--- src/mont_settings.svh ---
`ifndef MONT_SETTINGS_SVH
`define MONT_SETTINGS_SVH

// ###################
// operand width W.
`define MONT_WIDTH 256

// counts 0 .. W, one bit of headroom.
`define MONT_CNT_W ($clog2(`MONT_WIDTH) + 1)

// chain length, up to 255 rounds.
`define MONT_ROUNDS_W 8

`endif

--- src/mont_pkg.sv ---
`default_nettype none
`include "mont_settings.svh"

package mont_pkg;

    typedef logic [`MONT_WIDTH-1:0] mont_word_t;

    // one multiplication request.
    typedef struct packed {
        mont_word_t a;
        mont_word_t b;
        mont_word_t m; // odd modulus.
    } mont_req_t;

    // strobes from the multiplier FSM to the datapath.
    typedef struct packed {
        logic load;   // latch operands, clear accumulator.
        logic step;   // one radix-2 iteration.
        logic reduce; // final conditional subtraction.
    } mont_step_t;

    typedef enum logic [1:0] {
        ST_IDLE,
        ST_LOAD,
        ST_ITER,
        ST_REDUCE
    } mont_ctrl_state_e;

    typedef enum logic [1:0] {
        CH_IDLE,
        CH_ISSUE,
        CH_WAIT
    } mont_chain_state_e;

endpackage

`default_nettype wire

--- src/mont_operand_store.sv ---
`timescale 1ns/1ps
`default_nettype none

module mont_operand_store (
    input  wire                  clk,
    input  wire                  resetn,
    input  wire mont_pkg::mont_step_t step_ctl,
    input  wire mont_pkg::mont_req_t  mult_req,
    output logic                 a_bit,
    output mont_pkg::mont_word_t b,
    output mont_pkg::mont_word_t m
);

    import mont_pkg::*;

    mont_word_t a_sr;

    // a shifts out LSB first.
    always_ff @(posedge clk) begin
        if (!resetn) begin
            a_sr <= '0;
        end else if (step_ctl.load) begin
            a_sr <= mult_req.a;
        end else if (step_ctl.step) begin
            a_sr <= a_sr >> 1;
        end
    end

    // b and m held for the whole product.
    always_ff @(posedge clk) begin
        if (step_ctl.load) begin
            b <= mult_req.b;
            m <= mult_req.m;
        end
    end

    assign a_bit = a_sr[0];

endmodule

`default_nettype wire

--- config.mk ---
export PLATFORM = sky130hd
export DESIGN_NAME = mont_operand_store
export DESIGN_NICKNAME = d
export VERILOG_FILES = /design/src/mont_pkg.sv /design/src/mont_operand_store.sv
export VERILOG_INCLUDE_DIRS = /design/src
export SDC_FILE = /design/constraint.sdc
export NUM_CORES = 1
export LEC_CHECK = 0
export CAP_MARGIN = 20
export CORE_AREA = 5 5 504 506
export CTS_CLUSTER_SIZE = 12
export DETAILED_ROUTE_END_ITERATION = 8
export DIE_AREA = 0 0 509 511
export DONT_BUFFER_PORTS = 1
export PLACE_DENSITY_LB_ADDON = 0.3
export SLEW_MARGIN = 15
export SYNTH_ARGS = -nofsm -noshare
export SYNTH_HDL_FRONTEND = slang
export SYNTH_SLANG_ARGS = --single-unit
--- constraint.sdc ---
create_clock -name clk -period 1.42 [get_ports clk]
set_clock_uncertainty 0.05 [all_clocks]
set_input_delay 0.142 -clock clk [delete_from_list [all_inputs] [get_ports clk]]
set_output_delay 0.142 -clock clk [all_outputs]
set_load 0.005 [all_outputs]
-- Word-level counts from Yosys, hierarchy flattened
Cells that the tools add are included.
- register bits: 768
- output and inout bits: 513
- word-level logic and storage cells: 6
- muxes and demuxes: 2
- reduce and logical (&&, ||, !) cells: 1
- operators with widths (operator ; number):
    256-bit 2-to-1 mux ; 2
    2-bit nonzero test ; 1

-- Longest topological paths before layout
- word-level depth: 2
- depth in mapped cells: 5

-- Worst setup path before layout
No wires, ideal clock.
- path type: input-to-reg
- start: input port step_ctl[1] (netlist name)
- end: register a_sr[65]
- arrival: 0.934 ns
- required time: 1.254 ns
- slack: 0.320 ns
- stages on the path: 4
- path buffers: 2
- cells stage by stage: buf_6 buf_6 mux2_2 o211a_1
- cells in the longest elaborated chain, start to end: 1
- RTL lines (what ; line ; text):
    start, declared ; mont_operand_store.sv:7 ; input wire mont_pkg::mont_step_t step_ctl,
    2-bit nonzero test (no source line) ; n/a ;
    end signal, assigned ; mont_operand_store.sv:23 ; a_sr <= mult_req.a;
    end signal, assigned ; mont_operand_store.sv:25 ; a_sr <= a_sr >> 1;
    end, declared ; mont_operand_store.sv:16 ; mont_word_t a_sr;
Every way passes these cells.
A chain may end at the register's enable or synchronous reset.

-- Worst setup path in the final report
- start: register b[106]
- end: output port b[106]
- RTL lines (what ; line ; text):
    start, declared ; mont_operand_store.sv:10 ; output mont_pkg::mont_word_t b,
    start signal, assigned ; mont_operand_store.sv:32 ; b <= mult_req.b;
No word-level cell between the ends.

==> results_dict.tcl <==
set metrics [dict create \
    hold_ws_ns -0.482 \
    clock_path_buffers 3 \
    whs_endpoint "a_sr[248]$_SDFFE_PN0P_" \
    met1_usage 0.111 \
    fmax_mhz 626 \
    gp_congestion 0.860 \
    synth.area.top_cells "edfxtp_1 (54%), dfxtp_1 (18%), o211a_1 (9.0%)" \
    yosysUniqueCellTypes 14 \
    p_switching_mw 14.8 \
    ys.flop_type "edfxtp_1" \
    cts_tree "yes" \
    leakage_nw 17.6 \
    seq_power_share 0.460 \
    crit_path_start_kind "flip-flop" \
    yosys-top-cells-count "edfxtp_1 (512), dfxtp_1 (256), o211a_1 (255)" \
    synth.most_common_cell "edfxtp_1" \
    status "finished, violations left" \
    cts_sinks 768 \
    syn_area_per_cell_um2 17.1 \
    r2r_setup_slack_ns 0.31 \
    internal_power_mw 45.5 \
    numCtsBuffers 101 \
    antenna_found_initial 246 \
    coreArea_mm2 0.250 \
    relSlewSlack 0.385 \
    failed_checks "negative hold slack, negative setup slack" \
    port_buffers 0 \
    htreeDepth 3 \
    grt_usage 0.120 \
    max-cap-violations 0 \
    layout.nets 3350 \
    die-area_mm2 0.260 \
    grt_pass1_wl_um 205000 \
    boundaryPins 1286 \
    tightestPinTransition_ns 0.922 \
    syn_inst 1648 \
    hpwl_um 132000 \
    drive_above_1_share 0.128 \
    power_density_mw_per_mm2 1340 \
    insertion_delay_ns 0.74 \
    clkPwrFrac 0.465 \
    ir_worst_vdd_v 0.000787 \
    wl_per_cell_um 27.2 \
    cts-root-buf "clkbuf_16" \
    fp.dieH_um 511 \
    hold_depth 1 \
    initial_utilization 0.113 \
    synth-edff-count 512 \
    power.total_mw 60.3 \
    place_inst 4889 \
    num_rows 184 \
    async_flop_share 0 \
    worstSetupPathType "reg -> out" \
    hold_viol 270 \
    final_util 0.180 \
    drtIter0Drc 1459 \
    grt.overflow.total 0 \
    synthesis.nets 2421 \
    drt_drc_violations_left 0 \
    cp-end-kind "primary output" \
    hp-class "in -> reg" \
    first_pass_iters 5 \
    yosysTopAreaCell "edfxtp_1" \
    ys_seq_area_frac 0.726 \
    grt_setup_unrepaired "true" \
    ys_ff_latch 768 \
    grt_max_degree 257 \
    hold_path_startpoint "resetn" \
    use_met3 0.0859 \
    reg2reg_from "a_sr[112]$_SDFFE_PN0P_" \
    timing.rr.end "a_sr[111]$_SDFFE_PN0P_" \
    ant_nets 0 \
    maxSlewViolCount 0 \
    comb_power_share 0.075 \
    busiest_layer "met2" \
    yosys_warnings 0 \
    fp.dieW_um 509 \
    layoutNonFillerInstCount 6077 \
    layout_setup_ws_ns -0.177 \
    met2_usage 0.212 \
    ctsResizeCount 0 \
    sw_frac_of_total 0.246 \
    path_clk_slew_ns 0.05 \
    synth_area_mm2 0.0282 \
    cp.arrival_ns 1.40 \
    area_growth_pct 59.6 \
    period_share 1.12 \
    vias 19320 \
    viasPerCell 3.18 \
    worst_r2r_path_depth 2 \
    finalSetupViolCount 161 \
    path_max_fanout 1 \
    synth.top_cell.area_share 0.545 \
    fin_crit_ns 1.60 \
    first_global_vias 20046 \
    routed_wirelength_um 165000 \
    crit_required_ns 1.23 \
]
-- worst max path at each step --
stage | startpoint | endpoint | slack, ns | cells past startpoint
2_1_floorplan | step_ctl[1] | a_sr[65]$_SDFFE_PN0P_ | 0.32 | 4
3_3_place_gp | step_ctl[2] | b[96]$_DFFE_PP_ | -0.05 | 0
3_5_place_dp | step_ctl[2] | a_sr[85]$_SDFFE_PN0P_ | -0.80 | 4
4_1_cts | b[242]$_DFFE_PP_ | b[242] | -0.32 | 0
5_1_grt | b[212]$_DFFE_PP_ | b[212] | -0.35 | 0
6_report | b[106]$_DFFE_PP_ | b[106] | -0.18 | 0
-- final cells by class --
| type | count | area (um2) |
|---|---|---|
| multi-input combinational | 768 | 7050 |
| antenna | 67 | 168 |
| fill | 27139 | 205000 |
| sequential | 768 | 20500 |
| clock inverter | 59 | 858 |
| tap | 3348 | 4190 |
| clock buffer | 129 | 2770 |
| timing repair buffer | 938 | 9500 |
-- through the flow --
step / cell area (um2) / hold slack, ns / worst slack [ns] / setup TNS [ns]
after floorplan: 28200 / 0.191 / 0.320 / 0
after CTS: 44800 / -0.643 / -0.322 / -48.78
after detailed placement: 31900 / 0.191 / -0.799 / -232.94
after global placement: 31700 / 0.191 / -0.0548 / -4.61
after global routing: 45000 / -0.569 / -0.353 / -34.38
final: 45000 / -0.482 / -0.177 / -7.03
-- flip-flops by register name, summed over array words and instances, names as in the netlist --
name  cells
b       256
a_sr    256
m       256
-- placed cells by master, fill, tap and decap left out, drive strengths merged --
| cell | count |
|---|---|
| dlygate4sd3 | 931 |
| edfxtp | 512 |
| dfxtp | 256 |
| o211a | 255 |
| mux2 | 255 |
| nand2b | 246 |
| clkbuf | 130 |
| diode | 67 |
| clkinv | 28 |
| bufinv | 16 |
| inv | 10 |
| or2b | 9 |
| buf | 6 |
| clkinvlp | 5 |
| nand2 | 1 |
| or3b | 1 |
| a21boi | 1 |
-- timing repair --
item / in CTS / in global routing
buffers inserted: 0 / 0
endpoints found under the setup margin: 494 / 483
gates cloned: 0 / 1
hold buffers: 926 / 6
hold endpoints to repair: 884 / 273
-- cells by family after synthesis --
logic type             synth area share
AO/OA/AOI/OAI                    0.0907
buffers and inverters            0.0238
flip-flops                        0.726
multiplexers                      0.102
AND/OR/NAND/NOR                  0.0574
-- worst register-to-register path, stage by stage, from the launching register on --
cell	delay [ns]
dfxtp_1	0.41
mux2_1	0.34
o211a_1	0.20
-- power groups by stage --
stage               clock network [mW]  logic [mW]  registers [mW]
floorplan                            0        1.79            26.8
global placement                     0        1.41            28.3
detailed placement                   0        1.94            28.3
CTS                               29.4        4.56            27.8
global route                      30.0        4.83            28.0
finish                            28.1        4.50            27.7
-- metal layers --
layer | wire [um] | up-vias
met5 | 546 | -
met4 | 4940 | 88
met3 | 25700 | 496
met2 | 80600 | 1300
met1 | 53400 | 9196
li1 | - | 8240
Note: power is estimated with default switching activity, not from simulation.
