$ cat src/mont_settings.svh
`ifndef MONT_SETTINGS_SVH
`define MONT_SETTINGS_SVH

// ###################
// operand width W.
`define MONT_WIDTH 256

// counts 0 .. W, one bit of headroom.
`define MONT_CNT_W ($clog2(`MONT_WIDTH) + 1)

// chain length, up to 255 rounds.
`define MONT_ROUNDS_W 8

`endif

$ cat src/mont_pkg.sv
`default_nettype none
`include "mont_settings.svh"

package mont_pkg;

    typedef logic [`MONT_WIDTH-1:0] mont_word_t;

    // one multiplication request.
    typedef struct packed {
        mont_word_t a;
        mont_word_t b;
        mont_word_t m; // odd modulus.
    } mont_req_t;

    // strobes from the multiplier FSM to the datapath.
    typedef struct packed {
        logic load;   // latch operands, clear accumulator.
        logic step;   // one radix-2 iteration.
        logic reduce; // final conditional subtraction.
    } mont_step_t;

    typedef enum logic [1:0] {
        ST_IDLE,
        ST_LOAD,
        ST_ITER,
        ST_REDUCE
    } mont_ctrl_state_e;

    typedef enum logic [1:0] {
        CH_IDLE,
        CH_ISSUE,
        CH_WAIT
    } mont_chain_state_e;

endpackage

`default_nettype wire

$ cat src/mont_ctrl.sv
`timescale 1ns/1ps
`default_nettype none
`include "mont_settings.svh"

module mont_ctrl (
    input  wire                  clk,
    input  wire                  resetn,
    input  wire                  mult_start,
    output mont_pkg::mont_step_t step_ctl,
    output logic                 mult_done
);

    import mont_pkg::*;

    localparam logic [`MONT_CNT_W-1:0] LAST_ITER = `MONT_WIDTH - 1;

    mont_ctrl_state_e       state;
    logic [`MONT_CNT_W-1:0] iter_cnt;

    // ###################
    // load, W iterations, reduce.
    always_ff @(posedge clk) begin
        if (!resetn) begin
            state     <= ST_IDLE;
            iter_cnt  <= '0;
            mult_done <= 1'b0;
        end else begin
            mult_done <= 1'b0;

            case (state)
                ST_IDLE: begin
                    if (mult_start) begin
                        state <= ST_LOAD;
                    end
                end

                ST_LOAD: begin
                    iter_cnt <= '0;
                    state    <= ST_ITER;
                end

                ST_ITER: begin
                    iter_cnt <= iter_cnt + 1'b1;
                    if (iter_cnt == LAST_ITER) begin // bit W-1 consumed.
                        state <= ST_REDUCE;
                    end
                end

                ST_REDUCE: begin
                    mult_done <= 1'b1; // prod registered this cycle.
                    state     <= ST_IDLE;
                end

                default: begin
                    state <= ST_IDLE;
                end
            endcase
        end
    end

    // strobes decode straight from the state.
    assign step_ctl.load   = (state == ST_LOAD);
    assign step_ctl.step   = (state == ST_ITER);
    assign step_ctl.reduce = (state == ST_REDUCE);

endmodule

`default_nettype wire

$ cat config.mk
export PLATFORM = sky130hd
export DESIGN_NAME = mont_ctrl
export DESIGN_NICKNAME = d
export VERILOG_FILES = /design/src/mont_pkg.sv /design/src/mont_ctrl.sv
export VERILOG_INCLUDE_DIRS = /design/src
export SDC_FILE = /design/constraint.sdc
export NUM_CORES = 1
export LEC_CHECK = 0
export BUFFER_PORTS_ARGS = -buffer_cell sky130_fd_sc_hd__buf_2
export CAP_MARGIN = 20
export CORE_AREA = 2 2 39 41
export CTS_CLUSTER_DIAMETER = 200
export DETAILED_ROUTE_END_ITERATION = 8
export DIE_AREA = 0 0 41 43
export PLACE_DENSITY = 0.6
export SLEW_MARGIN = 20
export SYNTH_ARGS = -nofsm -noshare
export SYNTH_HDL_FRONTEND = slang
export SYNTH_SLANG_ARGS = --single-unit
$ cat constraint.sdc
create_clock -name clk -period 1.8 [get_ports clk]
set_input_delay 0.09 -clock clk [delete_from_list [all_inputs] [get_ports clk]]
set_output_delay 0.09 -clock clk [all_outputs]
set_load 0.05 [all_outputs]
# Word-level counts from Yosys, hierarchy flattened
# Index checks and enable logic that the tools add are counted.
# totals
memories,0
elab_cells,18
register_bits,12
ramBits,0
latchBits,0
mem_bits_ro,0
inputBits,3
# op_classes
multipliers,0
reduce_logical,3
n_addsub,1
eq_ne,6
shifts,0
n_div,0
n_bitwise,0
n_lt_le_gt_ge,0
n_mux,5
# op_table
operator,n
9-bit one-hot mux with 2 select lines,1
"9-bit by 1-bit adder with 9-bit output, second input constant",1
"9-bit by 8-bit == test with 1-bit output, second input constant",1
2-bit one-hot mux with 4 select lines,1
"2-bit == test, second input constant",2
2-bit 2-to-1 mux,2
"2-bit by 1-bit == test with 1-bit output, second input constant",1
2-bit zero test,1
"2-bit by 1-bit inequality test with 1-bit output, second input constant",1
"2-bit inequality test, second input constant",1
2-bit AND reduction,1
2-bit nonzero test,1
1-bit 2-to-1 mux,1

# Logic depth before layout (Yosys ltp)
# logic_depth
ltp_word,3
depth_mapped,7

# Worst setup path before layout
# OpenSTA, ideal clock, no wires.
# synth_path
path_kind,register to register
start,register state[0]
end,register state[1]
synth_period_minus_slack_ps,1600
setup_slack_ps,200
required_ps,1685
n_path_buf,0
setup_ps,115
arrival_time_ps,1485
stages_incl_launch_ff,6
path_cell_list,dfxtp_1 -> inv_1 -> ha_1 -> nand2b_1 -> and3_2 -> o21a_1
# synth_lines
item,line,text
start: declaration,mont_ctrl.sv:17,mont_ctrl_state_e state;
start signal: assignment,mont_ctrl.sv:24,state <= ST_IDLE;
start signal: assignment,mont_ctrl.sv:33,state <= ST_LOAD;
start signal: assignment,mont_ctrl.sv:39,state <= ST_ITER;

# Final worst setup path
# layout_path
start,register state[0]
end,register iter_cnt[5]
# layout_via
elab_chain_cells,2
elab_cells_between_ends,4
cone_classes,eq/ne: 2; mux: 1; reduce/logical: 1
# layout_rtl
item,line,text
2-bit == test / 2-bit by 1-bit == test with 1-bit output (equally long branches),mont_ctrl.sv:30,case (state)
9-bit one-hot mux with 2 select lines / 2-bit nonzero test (equally long branches),n/a,
end signal: assignment,mont_ctrl.sv:43,iter_cnt <= iter_cnt + 1'b1;
end: declaration,mont_ctrl.sv:18,logic [`MONT_CNT_W-1:0] iter_cnt;
# Parallel ways exist; a longest one is shown, timed or not.
# A chain may end at the register's enable or synchronous reset.

==> metrics.txt <==
status=complete, no violations; max-cap violations=0; CTS max path bufs=2; final net count=86; Arr. time, crit path=1.79 ns; Fill cells=130; static leakage=0.271 nW; Max transition margin=83.6%; I/O pins=7; Cells on Worst Hold Path=2; Hold Path End=state[1]; worst-margin pin slew=0.248 ns; drt total wl=973 um; Synth-to-Final Area Change=14.5%; # setup viols final=0; Global Route Usage Sum=14.8%; Syn Inst Count=66; first-pass GRT wire length=1730 um; ANT cells=0; post-synthesis sequential area ratio=40.9%; most frequent cells after synthesis=dfxtp_1 (12), ha_1 (6), a21oi_1 (5), nand2_1 (5), nor2_1 (5); hold violation count in the final report=0; Post-synth EDFFs=0; height of the chip=43 um; dominant cell type by area after synthesis=dfxtp_1; reg2reg start=state[0]; DR DRC count=0; die width=41 um; critical path cell sequence=inv_1, ha_2, nand4_2, or3_1, a21oi_1; startpoint types=register; r2r worst-path depth=5; ANT nets after route=0; Num CTS Buffers=3; Synth Cell Area=588 um^2; final setup skew=0.00310 ns; drt first pass iters=4; CP Max Fanout=10; register clock-pin slew on the reported worst setup and hold paths=0.07 ns; FF-to-FF setup slack=0.21 ns; share of the synthesized area in the top cell type=40.9%; synth top area cells=dfxtp_1 (41%), ha_1 (13%), xor2_1 (4.5%); most common cell in the netlist=dfxtp_1; H-Tree Depth=1; CP max stage cell=ha_2; grt total ovfl=0; f_max=630 MHz; die footprint=1760 um^2; FF-to-FF End=iter_cnt[5]; Via density=4.98; min Tclk post-route=1.59 ns; Async SR Flop Fraction=0%; Starting Density=42.5%; GP Congestion=0.618; Yosys reg bits=12; vias in the first global route=431; core box area=1380 um^2; post-synth cell types=21; pre-CTS WS=0.160 ns; Post-Route Setup TNS=0 ns; synth warn=0; post-DP HPWL=728 um; Avg WL per Cell=10.6 um; initial antenna violation count=0; WP buf/inv=1; Post-Syn Area per Cell=8.91 um^2; Setup Buffers After CTS=0; HP Class=input port to register; Clock Sink Count=12; CTS root buffer=clkbuf_4; Crit Path Category=register to register; net count after synthesis=75; multi-input logic area=324 um^2; main flop type after synthesis=dfxtp_1; Peak supply drop=0.835 mV; CP Capture Type=register; Hold WS=0.116 ns; register area=240 um^2; period utilisation layout=88.2%; Power Density=1330 nW/um^2; worst endpoint required time=2.00 ns; fin. max-slew vios=0; final worst slack=0.212 ns; largest net degree at the start of global routing=11; row cnt=14; PortBufs=6; RSZ-0062 raised after global routing=false; HP Start=resetn; CP top delay family=simple AND/OR/NAND/NOR gates; Initial DRC Count=6; CP peak stage delay=0.42 ns; Worst Setup SP=state[0]; vias=458; latest clock arrival within the worst-skew pair=0.26 ns; share of post-route cells with drive strength above 1=18.4%; CTS tree=yes; cts hold-fix bufs=0
==> where the power goes <==
part	internal, mW	switching (mW)	total, mW
sequential	0.291	0.0216	0.313
clock	0.123	0.0838	0.207
combinational	0.120	0.255	0.375
total	0.534	0.360	0.894
==> cell type report <==
type	count	area share, %
multi-input cells	49	48.1
flip-flops and latches	12	35.7
repair buffers	7	5.58
clock buffers	4	5.39
well taps	16	2.97
inverters	4	2.23
==> layout by cell type, fill, tap and decap left out, drive strengths merged <==
master,count
dfxtp,12
buf,7
ha,6
nor2,5
nand2,5
a21oi,5
o21ai,5
inv,4
nand3,4
clkbuf,4
or3,3
xor2,3
nand4,3
a21boi,2
nand2b,2
and2,2
nand3b,1
and3,1
o21a,1
o22ai,1
==> layer usage <==
layer	routed length [um]	GRT usage, %	up-vias
li1	-	-	246
met1	464	19.6	204
met2	471	19.7	6
met3	27	3.14	2
met4	9	12.0	0
met5	0	0	-
==> logic make-up (layout without fill, tap and decap cells) <==
family / Yosys count / after routing / share of synthesized area, %
and+or+nand+nor: 26 / 26 / 24.0
xor gates and xnor gates: 3 / 3 / 4.47
adders and majority gates: 6 / 6 / 12.8
buffers and inverters: 5 / 15 / 4.47
DFF: 12 / 12 / 40.9
AOI/OAI and AO/OA: 14 / 14 / 13.4
==> sequential cells by signal, summed over array words and instances (netlist names) <==
register / flops
iter_cnt: 9
mult_done: 1
state: 2
==> worst max-delay path by stage <==
stage                   to  slack (ns)  depth (start not counted)
6_report       iter_cnt[5]        0.21                          5
5_1_grt        iter_cnt[5]        0.06                          5
4_1_cts        iter_cnt[5]        0.14                          5
3_5_place_dp   iter_cnt[5]        0.16                          5
3_3_place_gp   iter_cnt[7]        0.20                          5
2_1_floorplan     state[1]        0.20                          5
==> through the flow <==
| step | total power [mW] | std cells | cell area (um^2) | util (%) |
|---|---|---|---|---|
| finish | 0.894 | 92 | 673 | 48.6 |
| global route | 0.969 | 92 | 673 | 48.6 |
| CTS | 0.899 | 92 | 671 | 48.5 |
| detailed placement | 0.682 | 88 | 634 | 45.8 |
| global placement | 0.682 | 88 | 634 | 45.8 |
| floorplan | 0.640 | 66 | 588 | - |
==> repair_timing <==
item                       CTS  global route
gates resized for setup      0             1
hold endpoints to repair     0             0
setup endpoints to repair    0             1
(Power assumes the default switching activity.)
