==> src/mont_settings.svh <==
`ifndef MONT_SETTINGS_SVH
`define MONT_SETTINGS_SVH

// ###################
// operand width W.
`define MONT_WIDTH 256

// counts 0 .. W, one bit of headroom.
`define MONT_CNT_W ($clog2(`MONT_WIDTH) + 1)

// chain length, up to 255 rounds.
`define MONT_ROUNDS_W 8

`endif

==> src/mont_pkg.sv <==
`default_nettype none
`include "mont_settings.svh"

package mont_pkg;

    typedef logic [`MONT_WIDTH-1:0] mont_word_t;

    // one multiplication request.
    typedef struct packed {
        mont_word_t a;
        mont_word_t b;
        mont_word_t m; // odd modulus.
    } mont_req_t;

    // strobes from the multiplier FSM to the datapath.
    typedef struct packed {
        logic load;   // latch operands, clear accumulator.
        logic step;   // one radix-2 iteration.
        logic reduce; // final conditional subtraction.
    } mont_step_t;

    typedef enum logic [1:0] {
        ST_IDLE,
        ST_LOAD,
        ST_ITER,
        ST_REDUCE
    } mont_ctrl_state_e;

    typedef enum logic [1:0] {
        CH_IDLE,
        CH_ISSUE,
        CH_WAIT
    } mont_chain_state_e;

endpackage

`default_nettype wire

==> src/mont_accum.sv <==
`timescale 1ns/1ps
`default_nettype none
`include "mont_settings.svh"

module mont_accum (
    input  wire                       clk,
    input  wire                       resetn,
    input  wire mont_pkg::mont_step_t step_ctl,
    input  wire                       a_bit,
    input  wire mont_pkg::mont_word_t b,
    input  wire mont_pkg::mont_word_t m,
    output logic [`MONT_WIDTH:0]      acc
);

    // acc < 2m and b < m, so three partial terms fit in W+2 bits.
    logic [`MONT_WIDTH+1:0] sum_ab;
    logic [`MONT_WIDTH+1:0] sum_qm;
    logic                   q;

    // ###################
    // one radix-2 iteration.
    always_comb begin
        sum_ab = {1'b0, acc} + (a_bit ? {2'b00, b} : '0);
        q      = sum_ab[0]; // makes the sum even.
        sum_qm = sum_ab + (q ? {2'b00, m} : '0);
    end

    always_ff @(posedge clk) begin
        if (!resetn) begin
            acc <= '0;
        end else if (step_ctl.load) begin
            acc <= '0;
        end else if (step_ctl.step) begin
            acc <= sum_qm[`MONT_WIDTH+1:1]; // exact halving.
        end
    end

endmodule

`default_nettype wire

==> config.mk <==
export PLATFORM = sky130hd
export DESIGN_NAME = mont_accum
export DESIGN_NICKNAME = d
export VERILOG_FILES = /design/src/mont_pkg.sv /design/src/mont_accum.sv
export VERILOG_INCLUDE_DIRS = /design/src
export SDC_FILE = /design/constraint.sdc
export NUM_CORES = 2
export LEC_CHECK = 0
export BUFFER_PORTS_ARGS = -buffer_cell sky130_fd_sc_hd__buf_2
export CORE_ASPECT_RATIO = 1.1
export CORE_UTILIZATION = 35
export CTS_BUF_LIST = sky130_fd_sc_hd__clkbuf_8 sky130_fd_sc_hd__clkbuf_16
export DETAILED_ROUTE_END_ITERATION = 10
export PLACE_DENSITY_LB_ADDON = 0.2
export RECOVER_POWER = 100
export SLEW_MARGIN = 20
export SYNTH_ARGS = -nofsm -noshare
export SYNTH_HDL_FRONTEND = slang
export SYNTH_SLANG_ARGS = --single-unit
==> constraint.sdc <==
create_clock -name clk -period 11.98 [get_ports clk]
set_clock_uncertainty 0.1 [all_clocks]
set_input_delay 1.198 -clock clk [delete_from_list [all_inputs] [get_ports clk]]
set_output_delay 1.198 -clock clk [all_outputs]
set_load 0.01 [all_outputs]
== After elaboration in Yosys (flattened, before gate mapping) ==
Cells that the tools add are included.

* Bits in registers: 257
* Logic and storage cells: 7
* Output and inout bits: 257

* Reductions and logical operators: 1
* Add/sub/neg operators: 2
* Bitwise gates (word level): 1
* Muxes and demuxes: 2

{| class="wikitable"
|+ Operators with widths
! operator !! count
|-
| two-way mux 256 bit || 2
|-
| adder 257 x 256 -> 258 bit || 1
|-
| adder 258 x 256 -> 258 bit || 1
|-
| OR reduction 2 bit || 1
|-
| NOT 1 bit || 1
|}

== Longest topological paths before layout ==
* Word-level depth: 4
* Mapped depth: 41

== Least setup slack after synthesis ==
Ideal clock, no wire load.

* Path type: input-to-reg
* Start point: in a_bit
* End point: reg acc[256]
* Path slack: 3.264 ns
* Arrival time: 8.485 ns
* Stages: 35
* Buffers on the path: 3
* Required time: 11.748 ns
* Cell sequence: clkbuf_1 clkbuf_1 and2_1 ha_1 fa_1 a21oi_1 o211ai_1 a221oi_1 a2111o_1 a21oi_1 nand2_1 nor2_1 a21oi_1 o21ai_1 a41oi_1 or4_1 o311ai_1 xor2_1 ha_1 clkbuf_1 inv_1 nor3_1 nand2_1 nor4b_2 nand2_1 nor3_1 nor2_1 o41ai_2 a31oi_1 or4_1 a31o_1 a211o_1 a21boi_1 mux2i_1 o22ai_1

* Word-level cells in the longest chain between the ends: 4

{| class="wikitable"
|+ Ends and longest elaborated chain
! element !! RTL line !! source
|-
| from (decl) || mont_accum.sv:9 || <nowiki>input wire a_bit,</nowiki>
|-
| two-way mux 256 bit * || mont_accum.sv:23 || <nowiki>sum_ab = {1'b0, acc} + (a_bit ? {2'b00, b} : '0);</nowiki>
|-
| adder 257 x 256 -> 258 bit * || mont_accum.sv:23 ||
|-
| two-way mux 256 bit || mont_accum.sv:25 || <nowiki>sum_qm = sum_ab + (q ? {2'b00, m} : '0);</nowiki>
|-
| adder 258 x 256 -> 258 bit * || mont_accum.sv:25 ||
|-
| to (signal assigned) || mont_accum.sv:34 || <nowiki>acc <= sum_qm[`MONT_WIDTH+1:1];</nowiki>
|-
| to (decl) || mont_accum.sv:12 || <nowiki>output logic [`MONT_WIDTH:0] acc</nowiki>
|}

Mark *: on every way between the ends. The rest lies on a longest branch, timed or not.
A chain may end at the register's enable or synchronous reset.

== Worst setup path after layout ==
Same ends and word-level chain as after synthesis.

==> key figures <==
Timing
  • Final setup fails: 0
  • Setup WS post-layout: 370 ps
  • Period utilisation layout: 96.9%
  • Worst hold slack: 383 ps
  • Slew Viols, Final: 84
  • Fmax: 86.1 MHz
  • RSZ-0062 raised after global routing: no
  • Setup_tns: 0 ps
  • Worst slew pin tran: 2800 ps
  • Minimum clock period: 11610 ps
  • Fin. Hold Viols: 0
  • Slew headroom: -86.5%

Final layout
  • Post-route design area: 53100 um^2
  • Top flop regs: acc: 257 flops
  • Nets: 8561
  • Syn-to-layout area delta: 13.2%
  • Max reg flops: 257
  • Most flop-heavy register: acc
  • Non-Filler Instances: 9354
  • Layout cells sized above 1: 9.32%

Clocking
  • H-tree depth: 2
  • Hold buffer count at CTS: 0
  • Setup Buffers After CTS: 0
  • Clock Sinks: 257
  • Clock Latency Late Sink: 660 ps
  • Clock Tree Buf Depth: 3
  • CTS buffer count: 40
  • Clock-pin slew on the worst setup and hold paths: 60 ps
  • Cts repair resizes: 0
  • CTS tree: done
  • Root Buffer: clkbuf_16

Critical path
  • Crit Path Category: in2reg
  • CP Buf/Inv Count: 4
  • Worst Path Max Fanout: 95
  • Critical Path Sink Type: flip-flop
  • Reg2Reg Depth: 33
  • Reg2Reg Setup Slack: 920 ps
  • FF-to-FF Start: acc[0]$_SDFFE_PP0P_
  • CP peak stage delay: 870 ps
  • CP Data Arrival Time: 12010 ps
  • FF-to-FF End: acc[256]$_SDFFE_PP0P_
  • Required time worst endpoint: 12380 ps
  • CP most frequent cell: a21oi_1
  • Worst path top cell family by delay: compound AO/OA/AOI/OAI gates
  • Master of the slowest instance on the critical path: nor4b_1
  • Worst setup SP type: primary input

Worst hold path
  • Worst Hold Path EP: acc[213]$_SDFFE_PP0P_
  • Hold Crit Class: reg2reg
  • Hold path cells: 2
  • Worst Min Path Start: acc[213]$_SDFFE_PP0P_

Synth
  • Largest area contributor in the netlist: ha_1
  • Number of synthesized register bits: 257
  • Synth Instances: 7043
  • Seq/Total Area, Yosys: 11.0%
  • Number of synthesized flops with an enable pin: 0
  • Top FF cell, synth: dfxtp_1
  • Post-synth top cells: a21oi_1, nand2_1, nor2_1
  • Top-count cell post-synth: a21oi_1
  • Post-Synthesis Net Count: 8074
  • Warnings from Yosys: 0
  • Mapped Area: 46900 um^2
  • Synth area leaders: ha_1, dfxtp_1, a21oi_1
  • Avg Synthesized Cell Area: 6.66 um^2
  • Yosys top cell area share: 13.6%
  • Fraction of registers with async set/reset: 0%
  • Netlist cell types: 90

Die
  • Die Y-Extent: 386 um
  • Core Footprint: 133000 um^2
  • FP Rows: 140
  • Chip width: 351 um
  • IO Pins: 775
  • DIE AREA: 135000 um^2
  • Initial Utilization: 35.3%

Outcome
  • Violated checks: capacitance limit, slew limit
  • Status: complete, but fails checks

Power
  • Power Dens Cells: 87.8 nW/um^2
  • Leak Pwr: 22.4 nW
  • Peak supply drop: 0.0000992 V

Global route
  • Total global-route track usage: 36.4%
  • Vias in the first global route: 52900
  • Global-route wire length before repair: 363000 um
  • Largest net degree at the start of global routing: 104
  • Antenna violations before repair: 36
  • Remaining Overflow, GRT: 0

Detailed routing
  • Vias: 55600
  • DRC viols: 0
  • Detail Route Antenna Nets: 0
  • Initial DRC Count: 5266
  • Drt via density: 5.94
  • Detailed Routing Iterations Pass 1: 5
  • Post-DR wirelength/cell: 27.7 um
  • Final WL: 259000 um

Placement
  • Buffers on Ports: 773
  • Placement Setup Slack: 503 ps
  • DP Area: 52200 um^2
  • Dpl hpwl: 222000 um
  • DP Cell Count: 9263
  • Final Wtd Congestion: 1.02

Job
  • Max Cap Viol: 1
[how the worst max path moves through the flow]
stage	start	slack [ps]	depth (start not counted)	end
floorplan	a_bit	3260	35	acc[256]$_SDFFE_PP0P_
CTS	a_bit	1170	38	acc[249]$_SDFFE_PP0P_
global route	a_bit	200	34	acc[256]$_SDFFE_PP0P_
finish	a_bit	370	34	acc[256]$_SDFFE_PP0P_
global placement	a_bit	690	38	acc[249]$_SDFFE_PP0P_
detailed placement	a_bit	500	38	acc[249]$_SDFFE_PP0P_
[area by class of cell]
cell class	instances	area, um^2
Antenna cell	17	42.5
Clock buffer	47	1120
Clock inverter	27	244
Fill cell	14700	79700
Inverter	232	871
Multi-Input combinational cell	6138	39300
Sequential cell	257	5140
Tap cell	1775	2220
Timing Repair Buffer	861	4150
[layout by cell type, fill, tap and decap left out, drive strengths merged, types with 55 or more instances in the layout]
cell / count
xnor2: 331
a21oi: 958
o21a: 60
buf: 580
o21ai: 611
xor2: 174
a31oi: 55
nand4: 307
a21o: 186
nor3: 122
ha: 511
nand3: 69
mux2i: 153
and2: 533
nor2: 649
nand2: 661
clkbuf: 328
dfxtp: 257
inv: 240
o21bai: 196
[routing by layer]
metal | track usage (%) | vias up | wire length (um)
li1 | - | 26300 | -
met1 | 45.6 | 26500 | 107000
met2 | 60.2 | 2320 | 118000
met3 | 6.30 | 446 | 19600
met4 | 17.4 | 38 | 14000
met5 | 0 | - | 232
[per-stage QoR]
| step | util [%] | total power [mW] |
|---|---|---|
| final | 40.0 | 4.66 |
| after global placement | 39.3 | 3.33 |
| after detailed placement | 39.3 | 3.33 |
| after global routing | 40.0 | 4.88 |
| after floorplan | - | 2.47 |
| after CTS | 40.3 | 4.66 |
[worst min-delay path: stages, from the launching register on]
cell	delay, ps
dfxtp_1	320
nand2_1	50
o21ai_0	60
[where the power goes]
group          internal [mW]  switching [mW]
sequential             0.906          0.0643
clock                  0.751           0.559
combinational          0.796            1.59
[cells by family after synthesis]
family	share of synthesized area, %
adders and majority gates	13.7
muxes	3.26
DFF	11.0
buffers and inverters	5.20
xor gates and xnor gates	9.43
and+or+nand+nor	27.8
AOI/OAI and AO/OA	29.6
(Power assumes the default switching activity.)
